File: config.mk
export PLATFORM = sky130hd
export DESIGN_NAME = gvp_sequencer_flat
export DESIGN_NICKNAME = d
export VERILOG_FILES = /design/src/gvp_vec_if.sv /design/src/gvp_sequencer.sv /design/src/flat_wrapper.sv
export VERILOG_INCLUDE_DIRS = /design/src /design/src/include
export SDC_FILE = /design/constraint.sdc
export NUM_CORES = 1
export LEC_CHECK = 0
export ABC_AREA = 1
export BUFFER_PORTS_ARGS = -buffer_cell sky130_fd_sc_hd__buf_2
export CAP_MARGIN = 15
export CORE_AREA = 2 2 216 218
export DETAILED_ROUTE_END_ITERATION = 6
export DIE_AREA = 0 0 218 220
export GPL_TIMING_DRIVEN = 0
export SLEW_MARGIN = 20
export SYNTH_ARGS = -nofsm -noshare
export SYNTH_HDL_FRONTEND = slang
export SYNTH_SLANG_ARGS = --single-unit
File: constraint.sdc
create_clock -name a_clk -period 2.3 [get_ports a_clk]
set_input_delay 0.23 -clock a_clk [delete_from_list [all_inputs] [get_ports a_clk]]
set_output_delay 0.23 -clock a_clk [all_outputs]
set_load 0.005 [all_outputs]
File: src/include/gvp_defines.svh
`ifndef GVP_DEFINES_SVH
`define GVP_DEFINES_SVH

////////////////////
// program memory sizing
`define GVP_NUM_VECTORS_N2 4            // pc index width
`define GVP_NUM_VECTORS    16           // records in program memory

////////////////////
// data paths
`define GVP_WORD_W         32           // record word / position width
`define GVP_TIME_W         48           // elapsed cycle counter

////////////////////
// store trigger codes on store_data
`define GVP_STORE_NONE     2'd0
`define GVP_STORE_DATA     2'd1         // data point reached
`define GVP_STORE_HEADER   2'd2         // vector header loaded

`endif

File: src/gvp_vec_if.sv
`timescale 1ns/1ps
`include "gvp_defines.svh"

interface gvp_vec_if;

    logic        [`GVP_NUM_VECTORS_N2-1:0] rd_addr;      // current pc
    logic        [`GVP_WORD_W-1:0]         n;
    logic        [`GVP_WORD_W-1:0]         iin;
    logic        [`GVP_WORD_W-1:0]         options;
    logic        [`GVP_WORD_W-1:0]         nrep;
    logic signed [`GVP_WORD_W-1:0]         next;
    logic        [`GVP_WORD_W-1:0]         deci;
    logic signed [`GVP_WORD_W-1:0]         dx;
    logic signed [`GVP_WORD_W-1:0]         dy;
    logic signed [`GVP_WORD_W-1:0]         dz;
    logic signed [`GVP_WORD_W-1:0]         du;
    logic        [`GVP_WORD_W-1:0]         loop_cnt;     // live repeat counter
    logic                                  loop_wr;      // section end write-back
    logic        [`GVP_WORD_W-1:0]         loop_wr_val;
    logic        [`GVP_NUM_VECTORS_N2-1:0] loop_wr_addr;

    modport mem
    (
        input  rd_addr, loop_wr, loop_wr_val, loop_wr_addr,
        output n, iin, options, nrep, next, deci, dx, dy, dz, du, loop_cnt
    );

    modport seq
    (
        output rd_addr, loop_wr, loop_wr_val, loop_wr_addr,
        input  n, iin, options, nrep, next, deci, dx, dy, dz, du, loop_cnt
    );

    modport accum (input dx, dy, dz, du); // increments only

endinterface

File: src/gvp_sequencer.sv
`timescale 1ns/1ps
`include "gvp_defines.svh"

module gvp_sequencer
(
    input  logic                   a_clk,
    input  logic                   reset_flg,
    input  logic                   program_hold,
    input  logic                   pause,
    input  logic                   step_en,
    input  logic [15:0]            reset_options,
    gvp_vec_if.seq                 vec,
    output logic                   add_en,
    output logic                   deci_load,
    output logic [`GVP_WORD_W-1:0] deci_val,
    output logic [1:0]             store_data,
    output logic [`GVP_WORD_W-1:0] options,
    output logic                   finished,
    output logic                   hold,
    output logic [`GVP_WORD_W-1:0] index,
    output logic [`GVP_WORD_W-1:0] section_count
);

    localparam int W  = `GVP_WORD_W;
    localparam int AW = `GVP_NUM_VECTORS_N2;

    logic [AW-1:0]       pc;                    // program counter
    logic [W-1:0]        i_cnt;                 // points left
    logic [W-1:0]        ii_cnt;                // intermediate steps left
    logic                load_next;
    logic                active;
    logic                stall;
    logic                sec_end;
    logic                jump;                  // loop back taken
    logic signed [W:0]   pc_step;
    logic signed [W:0]   pc_target;             // wide so overflow is visible

    ////////////////////
    // step decode
    assign active    = step_en && !program_hold && !finished;
    assign stall     = !load_next && (ii_cnt == '0) && pause;
    assign sec_end   = active && !load_next && (ii_cnt == '0) && !pause && (i_cnt == '0);
    assign jump      = (vec.loop_cnt != '0);
    assign pc_step   = jump ? {vec.next[W-1], vec.next} : (W+1)'(1);
    assign pc_target = $signed({{(W+1-AW){1'b0}}, pc}) + pc_step;

    assign add_en    = active && !load_next && !stall; // every non load, non stall step
    assign deci_load = active && load_next;
    assign deci_val  = (vec.n == '0) ? '0 : vec.deci;  // end record goes back to full rate

    assign vec.rd_addr      = pc;
    assign vec.loop_wr      = sec_end;
    assign vec.loop_wr_addr = pc;
    assign vec.loop_wr_val  = jump ? vec.loop_cnt - 1'b1 : vec.nrep; // rearm when done

    assign index = i_cnt;

    always_ff @(posedge a_clk)
    begin
        if (reset_flg || program_hold)
        begin
            pc            <= '0;
            i_cnt         <= '0;
            ii_cnt        <= '0;
            load_next     <= 1'b1;              // start with header of record 0
            finished      <= 1'b0;
            hold          <= 1'b0;
            store_data    <= `GVP_STORE_NONE;
            options       <= {{(W-16){1'b0}}, reset_options};
            section_count <= '0;
        end
        else
        begin
            store_data <= `GVP_STORE_NONE;      // triggers are single cycle
            if (active)
            begin
                hold <= 1'b0;
                if (load_next)
                begin
                    store_data <= `GVP_STORE_HEADER;
                    load_next  <= 1'b0;
                    i_cnt      <= vec.n;
                    ii_cnt     <= vec.iin;
                    if (vec.n == '0)
                    begin
                        finished <= 1'b1;       // end of program
                        options  <= {{(W-16){1'b0}}, reset_options};
                    end
                    else
                        options <= vec.options;
                end
                else if (ii_cnt != '0)
                    ii_cnt <= ii_cnt - 1'b1;    // intermediate step
                else if (pause)
                    hold <= 1'b1;               // wait at data point
                else if (i_cnt != '0)
                begin
                    store_data <= `GVP_STORE_DATA;
                    ii_cnt     <= vec.iin;
                    i_cnt      <= i_cnt - 1'b1;
                end
                else
                begin
                    section_count <= section_count + 1'b1;
                    pc            <= pc_target[AW-1:0];
                    load_next     <= 1'b1;
                end
            end
        end
    end

    a_store_code: assert property (@(posedge a_clk) disable iff (reset_flg)
        store_data != 2'd3);
    // jumps and fall through must land on a real record
    a_pc_range: assert property (@(posedge a_clk) disable iff (reset_flg)
        sec_end |-> (pc_target >= 0 && pc_target < `GVP_NUM_VECTORS));

endmodule

File: src/flat_wrapper.sv
// flat-port wrapper written by rule: the top's interface ports become plain ports
module gvp_sequencer_flat 
  (a_clk, reset_flg, program_hold, pause, step_en, reset_options, add_en, deci_load, deci_val, store_data, options, finished, hold, index, section_count, vec_rd_addr, vec_loop_wr, vec_loop_wr_val, vec_loop_wr_addr, vec_n, vec_iin, vec_options, vec_nrep, vec_next, vec_deci, vec_dx, vec_dy, vec_dz, vec_du, vec_loop_cnt);
  gvp_vec_if vec_i ();
  input  logic a_clk;
  input  logic reset_flg;
  input  logic program_hold;
  input  logic pause;
  input  logic step_en;
  input  logic [15:0] reset_options;
  output logic add_en;
  output logic deci_load;
  output logic [`GVP_WORD_W-1:0] deci_val;
  output logic [1:0] store_data;
  output logic [`GVP_WORD_W-1:0] options;
  output logic finished;
  output logic hold;
  output logic [`GVP_WORD_W-1:0] index;
  output logic [`GVP_WORD_W-1:0] section_count;
  output wire logic [$bits(vec_i.rd_addr)-1:0] vec_rd_addr;
  output wire logic [$bits(vec_i.loop_wr)-1:0] vec_loop_wr;
  output wire logic [$bits(vec_i.loop_wr_val)-1:0] vec_loop_wr_val;
  output wire logic [$bits(vec_i.loop_wr_addr)-1:0] vec_loop_wr_addr;
  input wire logic [$bits(vec_i.n)-1:0] vec_n;
  input wire logic [$bits(vec_i.iin)-1:0] vec_iin;
  input wire logic [$bits(vec_i.options)-1:0] vec_options;
  input wire logic [$bits(vec_i.nrep)-1:0] vec_nrep;
  input wire logic [$bits(vec_i.next)-1:0] vec_next;
  input wire logic [$bits(vec_i.deci)-1:0] vec_deci;
  input wire logic [$bits(vec_i.dx)-1:0] vec_dx;
  input wire logic [$bits(vec_i.dy)-1:0] vec_dy;
  input wire logic [$bits(vec_i.dz)-1:0] vec_dz;
  input wire logic [$bits(vec_i.du)-1:0] vec_du;
  input wire logic [$bits(vec_i.loop_cnt)-1:0] vec_loop_cnt;
  assign vec_rd_addr = vec_i.rd_addr;
  assign vec_loop_wr = vec_i.loop_wr;
  assign vec_loop_wr_val = vec_i.loop_wr_val;
  assign vec_loop_wr_addr = vec_i.loop_wr_addr;
  assign vec_i.n = vec_n;
  assign vec_i.iin = vec_iin;
  assign vec_i.options = vec_options;
  assign vec_i.nrep = vec_nrep;
  assign vec_i.next = vec_next;
  assign vec_i.deci = vec_deci;
  assign vec_i.dx = vec_dx;
  assign vec_i.dy = vec_dy;
  assign vec_i.dz = vec_dz;
  assign vec_i.du = vec_du;
  assign vec_i.loop_cnt = vec_loop_cnt;
  gvp_sequencer u_core (.a_clk(a_clk), .reset_flg(reset_flg), .program_hold(program_hold), .pause(pause), .step_en(step_en), .reset_options(reset_options), .vec(vec_i), .add_en(add_en), .deci_load(deci_load), .deci_val(deci_val), .store_data(store_data), .options(options), .finished(finished), .hold(hold), .index(index), .section_count(section_count));
endmodule
==> flow_summary.json, run 1 <==
{
  "critPathMostFrequentCell": "nor2_4",
  "setup_ws_ns": 0.0795,
  "grt_start_max_net_pins": 17,
  "critical_path.slowest_cell": "dfxtp_2",
  "dr.pass1.iters": 7,
  "syn_inst": 1659,
  "yosysTopAreaCell": "dfxtp_1",
  "grt_pass1_vias": 11000,
  "place_inst": 2657,
  "yosysWarnings": 0,
  "wl_met2_um": 20000,
  "fp.dieH_um": 220,
  "avgSynthCellArea_sq_um": 6.00,
  "syn-num-nets": 2042,
  "io_buffers": 391,
  "synth_cell_types": 47,
  "clkPwrFrac_pct": 39.5,
  "vias": 12100,
  "num_io_pins": 548,
  "fin_cells": 2740,
  "gr-usage-all-layers_pct": 17.2,
  "hold_viol_final": 0,
  "cp_max_fo": 7,
  "min_period_over_period_pct": 96.5,
  "crit_arrival_ns": 1.99,
  "hp-class": "input pin to flop",
  "drt-vias-per-instance": 4.42,
  "drc_errors": 0,
  "internal_power_uw": 4810,
  "cpLargestDelayFamily": "simple AND/OR/NAND/NOR gates",
  "fin_skew_ns": 0.0102,
  "synthTopCellsByArea": "dfxtp_1 24%, nand2_1 17%, nor2_1 12%",
  "final_nets": 2500,
  "core_sq_mm": 0.0459,
  "hpwlAfterDp_um": 34000,
  "tritoncts": "built",
  "slew_violations": 0,
  "clk_pin_slew_ns": 0.06,
  "ir_worst_vdd_v": 0.000580,
  "relSlewSlack_pct": 34.0,
  "rows": 79,
  "post-place-ws_ns": -0.603,
  "overflow": 0,
  "wl_met3_um": 3000,
  "path_cells": "nor2_4 > nand2_1 > nor2_2 > nand2_1 > nor2_4 > nand2_2 > nor2_4 > buf_8 > buf_2",
  "gp_congestion": 0.963,
  "antenna_found_initial": 4,
  "setup_viol": 0,
  "grt_pass1_wl_um": 63100,
  "wl_met1_um": 18600,
  "cpPeakStageDelay_ns": 0.35,
  "clkLatencyLatePin_ns": 0.46,
  "seq_power_share_pct": 35.9,
  "syn2layout_area_growth_pct": 39.9,
  "p_per_area_mw_per_mm2": 516,
  "crit_required_ns": 2.07,
  "power_uw": 7190,
  "die_x_um": 218,
  "dieArea_sq_mm": 0.0480,
  "ys_seq_area_share_pct": 29.1,
  "async_reset_ff_share_pct": 0,
  "fmaxAchievable_mhz": 450,
  "numCtsBuffers": 17,
  "switching_share_pct": 33.1,
  "synth-seq-cells": 137,
  "fin_crit_ns": 2.22,
  "worstSetupStartpointType": "flop",
  "routed.top_layer": "met5",
  "maxCapViolations": 0,
  "crit_buf_inv": 2,
  "worst_pin_slew_ns": 0.989,
  "drt_iter0_drc": 776,
  "drive_gt1_share_pct": 29.8,
  "wl_um": 42900,
  "whs_ns": 0.0330,
  "synth_area_sq_mm": 0.00996,
  "status": "finished clean",
  "crit_type": "flop to output port",
  "htreeDepth": 4,
  "grt_setup_unrepaired": "true",
  "start_util_pct": 21.7,
  "p_comb_share_pct": 24.6,
  "cts.sinks": 137,
  "fillCellCount": 5177,
  "cts_root_buffer": "clkbuf_16",
  "p_sw_uw": 2380,
  "wire_per_inst_um": 15.6,
  "netlist.area_leader.share_pct": 24.3,
  "clockBufferDepth": 2,
  "final_antenna_net_count": 0,
  "endpoint_kind": "output port",
  "p_leak_uw": 0.00686,
  "synth_enable_flop_cells": 16,
  "ys.flop_type": "dfxtp_1"
}
worst reg2reg max path, delay by kind of cell (launching register included):
family	cells	cell delay (ns)
AOI/OAI and AO/OA	1	0.12
adders and majority gates	1	0.17
buffers and inverters	2	0.46
DFF	1	0.37
and+or+nand+nor	7	0.94
metal layers:
layer,vias up,GRT usage [%]
met5,-,0
met4,2,5.90
met3,61,4.35
met2,432,28.4
met1,5395,21.8
li1,6208,-
stage by stage:
stage	area (sq um)	setup TNS [ns]	util, %
2_1_floorplan	9970	0	-
3_3_place_gp	12700	-22.10	27.7
3_5_place_dp	12700	-21.13	27.7
4_1_cts	13700	-0.0655	29.8
5_1_grt	13900	-0.0850	30.4
6_report	13900	0	30.4
area by class of cell:
cell class,count,area [sq um],share of cell area (%)
Inverter,160,612,4.39
Clock inverter,14,148,1.06
Timing Repair Buffer,441,2390,17.1
Clock buffer,18,439,3.15
Buffer,61,374,2.68
Multi-Input combinational cell,1299,6270,45.0
Antenna cell,3,7.51,0.0539
Sequential cell,137,2940,21.1
Tap cell,607,759,5.45
repair_timing:
item / CTS / global route
endpoints found under the hold margin: 14 / 0
resized for setup: 51 / 50
hold buffers: 13 / 0
setup endpoints to repair: 56 / 103
setup buffers: 15 / 22
pin swaps: 18 / 18
Yosys cell counts (all sizes together), types with 2 or more instances:
| library cell | number |
|---|---|
| inv | 159 |
| o21a | 2 |
| nand3 | 128 |
| nand2 | 471 |
| xor2 | 34 |
| dfxtp | 121 |
| o21ai | 104 |
| xnor2 | 18 |
| nand3b | 12 |
| edfxtp | 16 |
| ha | 9 |
| nor4 | 9 |
| a21oi | 82 |
| nor3 | 16 |
| a31oi | 10 |
| clkbuf | 27 |
| nor3b | 2 |
| buf | 36 |
| or2 | 20 |
| a21boi | 3 |
| nand4 | 21 |
| nor2 | 349 |
cells in the final DEF (no fill, tap or decap), types with 4 or more instances in the layout:
cell           count
nand2_1          457
buf_2            408
nor2_1           301
inv_1            145
nand3_1          126
dfxtp_1           95
o21ai_0           87
a21oi_1           71
buf_4             41
xor2_1            34
nor2_2            30
dfxtp_2           25
nand4_1           21
clkbuf_1          19
nor2_4            18
xnor2_1           18
o21ai_1           17
clkbuf_16         17
edfxtp_1          16
or2_2             13
nor3_1            13
dlygate4sd3_1     13
nand2_2           12
buf_6             11
a21oi_2           11
nand3b_1          11
inv_2             10
a31oi_1           10
nor4_1             9
or2_0              7
clkbuf_2           6
ha_1               6
clkinvlp_4         4
kinds of logic after synthesis:
| logic type | after synthesis | synth area share [%] |
|---|---|---|
| compound gates | 207 | 11.1 |
| xor+xnor | 52 | 4.57 |
| fa+ha+maj | 10 | 1.33 |
| buf+inv | 223 | 9.62 |
| flops | 137 | 29.1 |
| simple gates | 1030 | 44.2 |
sequential cells by signal, summed over array words and instances (netlist names):
| signal | flops |
|---|---|
| u_core.finished | 1 |
| u_core.hold | 1 |
| u_core.ii_cnt | 32 |
| u_core.index | 32 |
| u_core.load_next | 1 |
| u_core.options | 32 |
| u_core.section_count | 32 |
| u_core.store_data | 2 |
| u_core.vec.loop_wr_addr | 4 |
power by group through the flow:
stage | registers, uW | clock network (uW) | logic (uW)
after floorplan | 2610 | 0 | 977
after global placement | 2630 | 0 | 1650
after detailed placement | 2630 | 0 | 1650
after CTS | 2580 | 2910 | 1720
after global routing | 2590 | 3000 | 1960
final | 2580 | 2840 | 1770
worst paths after layout:
| kind | slack (ns) | end | start | cells after the start |
|---|---|---|---|---|
| worst min-delay path | 0.03 | u_core.options[19] | vec_options[19] | 3 |
| worst min register to register | 0.45 | u_core.options[19] | u_core.options[19] | 2 |
| worst max register to register | 0.17 | u_core.ii_cnt[19] | u_core.ii_cnt[1] | 11 |
| worst max-delay path | 0.08 | vec_loop_wr | u_core.ii_cnt[29] | 9 |
(Power assumes the default switching activity.)
==> run 2, diff against run 1 <==
--- a/config.mk
+++ b/config.mk
@@ -13,6 +13,7 @@
 export DETAILED_ROUTE_END_ITERATION = 6
 export DIE_AREA = 0 0 218 220
 export GPL_TIMING_DRIVEN = 0
+export PLACE_DENSITY = 0.53
 export SLEW_MARGIN = 20
 export SYNTH_ARGS = -nofsm -noshare
 export SYNTH_HDL_FRONTEND = slang
==> run 2 against run 1 <==
Clock skew is 0.0026 ns lower. Via count is 1.8% higher. Die area stayed put. Final cell count is 0.40% lower. Highest routed layer unchanged.
==> flow_summary.json, run 2 (synthesis gave the netlist of run 1 again) <==
{
  "drive_gt1_share_pct": 29.7,
  "worst_pin_slew_ns": 0.904,
  "min_period_over_period_pct": 97.6,
  "clkLatencyLatePin_ns": 0.45,
  "power_uw": 7250,
  "utilization_pct": 30.3,
  "grt_pass1_vias": 11600,
  "final_common_cell": "nand2_1",
  "tritoncts": "built",
  "worst-path-stages": 9,
  "gr-usage-all-layers_pct": 18.2,
  "gp_congestion": 0.949,
  "drc_errors": 0,
  "cts_root_buffer": "clkbuf_16",
  "relSlewSlack_pct": 39.7,
  "cts.sinks": 137,
  "crit_required_ns": 2.07,
  "crit_type": "flop to output port",
  "ir_worst_vdd_v": 0.000554,
  "syn2layout_area_growth_pct": 39.7,
  "place_area_sq_mm": 0.0127,
  "grt_pass1_wl_um": 66300,
  "hold_viol_final": 0,
  "fin_crit_ns": 2.24,
  "clk_pin_slew_ns": 0.07,
  "drt_iter0_drc": 766,
  "endpoint_kind": "output port",
  "hold_path_depth": 3,
  "critical_path.slowest_cell": "dfxtp_2",
  "tns_ns": 0,
  "cpPeakStageDelay_ns": 0.35,
  "vias": 12300,
  "final_nets": 2490,
  "setup_viol": 0,
  "hp-class": "input pin to flop",
  "crit_buf_inv": 2,
  "htreeDepth": 4,
  "fp.dieH_um": 220,
  "critPathMostFrequentCell": "nor2_4",
  "cp_max_fo": 4,
  "start_util_pct": 21.7,
  "overflow": 0,
  "drt-vias-per-instance": 4.51,
  "whs_ns": 0.0173,
  "status": "finished clean",
  "numCtsBuffers": 17,
  "num_io_pins": 548,
  "p_per_area_mw_per_mm2": 521,
  "maxCapViolations": 0,
  "grt_setup_unrepaired": "true",
  "final_antenna_net_count": 0,
  "wl_um": 44800,
  "hpwlAfterDp_um": 36000,
  "dr.pass1.iters": 5,
  "fmaxAchievable_mhz": 446,
  "worstSetupStartpointType": "flop",
  "cpLargestDelayFamily": "simple AND/OR/NAND/NOR gates",
  "dieArea_sq_mm": 0.0480,
  "layout_common_cells": "453 x nand2_1, 407 x buf_2, 302 x nor2_1, 143 x inv_1, 125 x nand3_1",
  "design_area_sq_mm": 0.0139,
  "fin_skew_ns": 0.00757,
  "p_leak_uw": 0.00681,
  "core_sq_mm": 0.0459,
  "path_cells": "nor2_4 > nand2_1 > nor2_1 > nand2_1 > nor2_4 > nand2_2 > nor2_4 > buf_8 > buf_6",
  "clockBufferDepth": 2,
  "r2r_cells": 13,
  "wire_per_inst_um": 16.4,
  "rows": 79,
  "die_x_um": 218,
  "grt_start_max_net_pins": 17,
  "crit_arrival_ns": 2.01,
  "io_buffers": 391,
  "slew_violations": 0,
  "antenna_found_initial": 5
}
==> run 2: changes by cell type in the layout (fill, tap and decap cells not counted), moves of 2 or more <==
cell,before,now
buf_4,41,31
nor2_2,30,24
nor2_4,18,23
nand2_1,457,453
nand2_2,12,16
clkbuf_1,19,22
inv_2,10,13
inv_6,3,0
inv_1,145,143
o21ai_0,87,85
o21ai_1,17,19
==> run 2: layer usage <==
metal / vias up / GRT usage (%) / part of all wire [%]
li1: 6180 / - / -
met1: 5674 / 22.2 / 42
met2: 406 / 31.0 / 49
met3: 55 / 4.15 / 6.9
met4: 4 / 6.71 / 2.3
met5: - / 0 / 0.060
==> run 2: per-stage QoR <==
stage,worst slack (ns),cells
6_report,0.0558,2729
5_1_grt,-0.0348,2727
4_1_cts,-0.00842,2716
3_5_place_dp,-0.564,2657
3_3_place_gp,-0.561,2657
2_1_floorplan,0.0000764,1659
==> run 2: final timing paths <==
path                            slack, ns                        to               start
worst min register to register       0.45        u_core.options[22]  u_core.options[22]
worst min-delay path                 0.02        u_core.options[31]     vec_options[31]
worst max register to register       0.19  u_core.section_count[26]    u_core.ii_cnt[0]
worst max-delay path                 0.06               vec_loop_wr   u_core.ii_cnt[29]
==> run 2: layout make-up <==
class                           count  area [sq um]
Clock buffer                       19           433
Inverter                          160           609
Buffer                             62           380
Multi-Input combinational cell   1299          6310
Clock inverter                     13           155
Timing Repair Buffer              430          2320
Tap cell                          607           759
Sequential cell                   137          2940
Fill cell                        5163         32000
Antenna cell                        2          5.00
==> run 2: power by group <==
part | internal [uW] | leakage (uW) | switching [uW]
Sequential | 2500 | 0.00116 | 84.6
Combinational | 682 | 0.00538 | 1100
Clock | 1690 | 0.000274 | 1190
Total | 4880 | 0.00681 | 2370
==> run 2: worst min-delay path: cells and delay by family <==
kind / cells / cell delay (ns)
and+or+nand+nor: 2 / 0.12
buffers and inverters: 1 / 0.09
==> run 2: repair_timing <==
item                       4_1_cts  5_1_grt
hold buffers                    12        0
buffers inserted                16       10
gates resized for setup         65       48
setup endpoints to repair       71       42
gates cloned                     0        1
pin swaps                       18       16
hold endpoints to repair        13        0
==> run 3, diff against run 2 <==
--- a/config.mk
+++ b/config.mk
@@ -6,14 +6,13 @@
 export SDC_FILE = /design/constraint.sdc
 export NUM_CORES = 1
 export LEC_CHECK = 0
-export ABC_AREA = 1
 export BUFFER_PORTS_ARGS = -buffer_cell sky130_fd_sc_hd__buf_2
 export CAP_MARGIN = 15
-export CORE_AREA = 2 2 216 218
+export CORE_AREA = 2 2 213 215
 export DETAILED_ROUTE_END_ITERATION = 6
-export DIE_AREA = 0 0 218 220
+export DIE_AREA = 0 0 215 217
 export GPL_TIMING_DRIVEN = 0
-export PLACE_DENSITY = 0.53
+export PLACE_DENSITY = 0.5
 export SLEW_MARGIN = 20
 export SYNTH_ARGS = -nofsm -noshare
 export SYNTH_HDL_FRONTEND = slang
==> run 3 against run 2 <==
Clock power grew 7%. The run now ends with negative setup slack left. Largest power group unchanged. Core utilization grew 3.8 points. Highest routed layer is now met4. Synthesized cell count shrank 34%. Combinational power grew 22%. Global-route usage shrank 0.33 points. Hold slack gained 0.016 ns. Clock skew grew 0.0068 ns.
==> flow_summary.json, run 3 <==
{
  "routed.top_layer": "met4",
  "clockBufferDepth": 2,
  "synth.most_common_cell": "dfxtp_1",
  "setup_ws_ns": -0.637,
  "start_util_pct": 18.8,
  "setup_viol": 135,
  "relSlewSlack_pct": 30.2,
  "gr-usage-all-layers_pct": 17.8,
  "cts.sinks": 137,
  "crit_type": "input pin to flop",
  "yosysWarnings": 0,
  "status": "complete, but fails checks",
  "synth-seq-cells": 137,
  "fin_cells": 2263,
  "fp.dieH_um": 217,
  "vias": 11100,
  "crit_required_ns": 2.71,
  "drive_gt1_share_pct": 50.3,
  "fin_skew_ns": 0.0144,
  "cts_root_buffer": "clkbuf_16",
  "final_antenna_net_count": 0,
  "failed_checks": "negative setup slack",
  "fillCellCount": 4748,
  "grt_pass1_wl_um": 63100,
  "drc_errors": 0,
  "cp-endpoint": "u_core.vec.loop_wr_addr[3]",
  "place_inst": 2081,
  "layout_common_cells": "388 x buf_2, 117 x dfxtp_1, 93 x nand2_1, 76 x nor2_1, 63 x buf_6",
  "r2r_slack_ns": -0.62,
  "grt_start_max_net_pins": 17,
  "p_leak_uw": 0.00623,
  "dieArea_sq_mm": 0.0467,
  "hold_viol_final": 0,
  "hpwlAfterDp_um": 31100,
  "maxCapViolations": 0,
  "wl_met2_um": 21000,
  "wl_um": 44300,
  "wire_per_inst_um": 19.6,
  "reg2reg_to": "u_core.section_count[23]",
  "clk_pin_slew_ns": 0.07,
  "ys.flop_type": "dfxtp_1",
  "htreeDepth": 4,
  "num_io_pins": 548,
  "avgSynthCellArea_sq_um": 7.72,
  "regArea_sq_mm": 0.00291,
  "hold_path_depth": 3,
  "drt-vias-per-instance": 4.93,
  "ir_worst_vdd_v": 0.000507,
  "wl_met1_um": 19300,
  "r2r-start": "u_core.index[27]",
  "p_per_area_mw_per_mm2": 512,
  "worst_pin_slew_ns": 1.05,
  "die_x_um": 215,
  "antenna_found_initial": 0,
  "final_nets": 2033,
  "endpoint_kind": "flop",
  "crit_arrival_ns": 3.35,
  "netlist.area_leader.share_pct": 28.8,
  "dr.pass1.iters": 6,
  "clkLatencyLatePin_ns": 0.48,
  "fin_crit_ns": 2.94,
  "final_common_cell": "buf_2",
  "slew_violations": 0,
  "drt_iter0_drc": 684,
  "async_reset_ff_share_pct": 0,
  "crit_start": "vec_loop_cnt[16]",
  "syn_inst": 1090,
  "synthTopCellsByArea": "dfxtp_1 29%, edfxtp_1 5.7%, a21oi_1 5.1%",
  "fmaxAchievable_mhz": 341,
  "io_buffers": 391,
  "ys_seq_area_share_pct": 34.5,
  "wl_met3_um": 2970,
  "multiInputGateArea_sq_mm": 0.00658,
  "grt_setup_unrepaired": "true",
  "syn2layout_area_growth_pct": 81.3,
  "grt_pass1_vias": 10400,
  "design_area_sq_mm": 0.0153,
  "cp_max_fo": 9,
  "hp-class": "input pin to flop",
  "yosysTopAreaCell": "dfxtp_1",
  "power_uw": 7820,
  "syn-num-nets": 1473,
  "core_sq_mm": 0.0447,
  "rows": 78,
  "diodes": 0,
  "synth_common_cells": "121 x dfxtp_1, 110 x nand2_1, 99 x nor2_1",
  "synth_cell_types": 70,
  "overflow": 0,
  "gp_congestion": 0.855,
  "min_period_over_period_pct": 128,
  "r2r_cells": 7,
  "tritoncts": "built",
  "numCtsBuffers": 17,
  "worstSetupStartpointType": "input pin",
  "synth_area_sq_mm": 0.00841,
  "synth_enable_flop_cells": 16,
  "place_area_sq_mm": 0.0117
}
[run 3: metrics by stage]
stage / utilization [%] / hold slack (ns) / TNS (ns) / worst slack [ns]
after global routing: 34.1 / 0.0176 / -62.47 / -0.672
after detailed placement: 26.2 / 0.444 / -161.22 / -1.54
final: 34.1 / 0.0329 / -53.50 / -0.637
after global placement: 26.2 / 0.436 / -169.70 / -1.51
after floorplan: - / 0.307 / -30.86 / -1.03
after CTS: 31.4 / 0.000881 / -59.53 / -0.705
[run 3: layer usage]
metal,global-route usage (%),vias to the layer above
met4,6.92,0
met2,28.3,404
met1,22.8,5442
met5,0,-
met3,5.35,69
li1,-,5231
[run 3: how the worst min path moves through the flow]
stage,startpoint,to,slack [ns]
global placement,u_core.options[30],u_core.options[30],0.44
finish,vec_options[22],u_core.options[22],0.03
floorplan,reset_flg,u_core.store_data[0],0.31
detailed placement,u_core.options[27],u_core.options[27],0.44
global route,vec_options[22],u_core.options[22],0.02
CTS,vec_n[31],u_core.index[31],0.0009
[run 3: layout make-up]
cell class / instances / area share [%]
well taps: 600 / 4.92
multi-input cells: 871 / 43.2
clock inverters: 14 / 1.28
flip-flops and latches: 137 / 19.1
repair buffers: 549 / 24.2
clock buffers: 18 / 2.81
inverters: 14 / 0.353
plain buffers: 60 / 4.14
[run 3: where the power goes]
part           leakage [uW]  total [uW]  switching [uW]  internal (uW)
clock network      0.000305        3070            1250           1820
logic               0.00478        2180            1180           1010
registers           0.00115        2570            73.2           2490
[run 3: worst max-delay path, cell delays in order]
cell       delay [ns]
buf_8            0.10
or4_4            0.55
or3_4            0.42
or3_4            0.38
clkbuf_16        0.18
and2_4           0.15
ha_4             0.20
a21o_1           0.17
a21o_1           0.17
and3_4           0.15
or4_4            0.50
a21oi_2          0.13
[run 3: cells by family (layout without fill, tap and decap cells)]
group / after synthesis / after routing / share of synthesized area [%]
AO/OA/AOI/OAI: 285 / 285 / 21.4
XOR/XNOR: 27 / 27 / 2.81
adder cells (fa/ha/maj): 10 / 10 / 1.58
buffers and inverters: 83 / 655 / 4.03
flip-flops: 137 / 137 / 34.5
multiplexers: 21 / 21 / 2.74
AND/OR/NAND/NOR: 527 / 528 / 32.9
[run 3: what timing repair did]
| item | 4_1_cts | 5_1_grt |
|---|---|---|
| setup buffers | 80 | 50 |
| gates cloned | 8 | 6 |
| hold endpoints to repair | 22 | 0 |
| hold buffers | 22 | 0 |
| resized for setup | 166 | 224 |
| endpoints found under the setup margin | 219 | 154 |
| pin swaps | 52 | 106 |
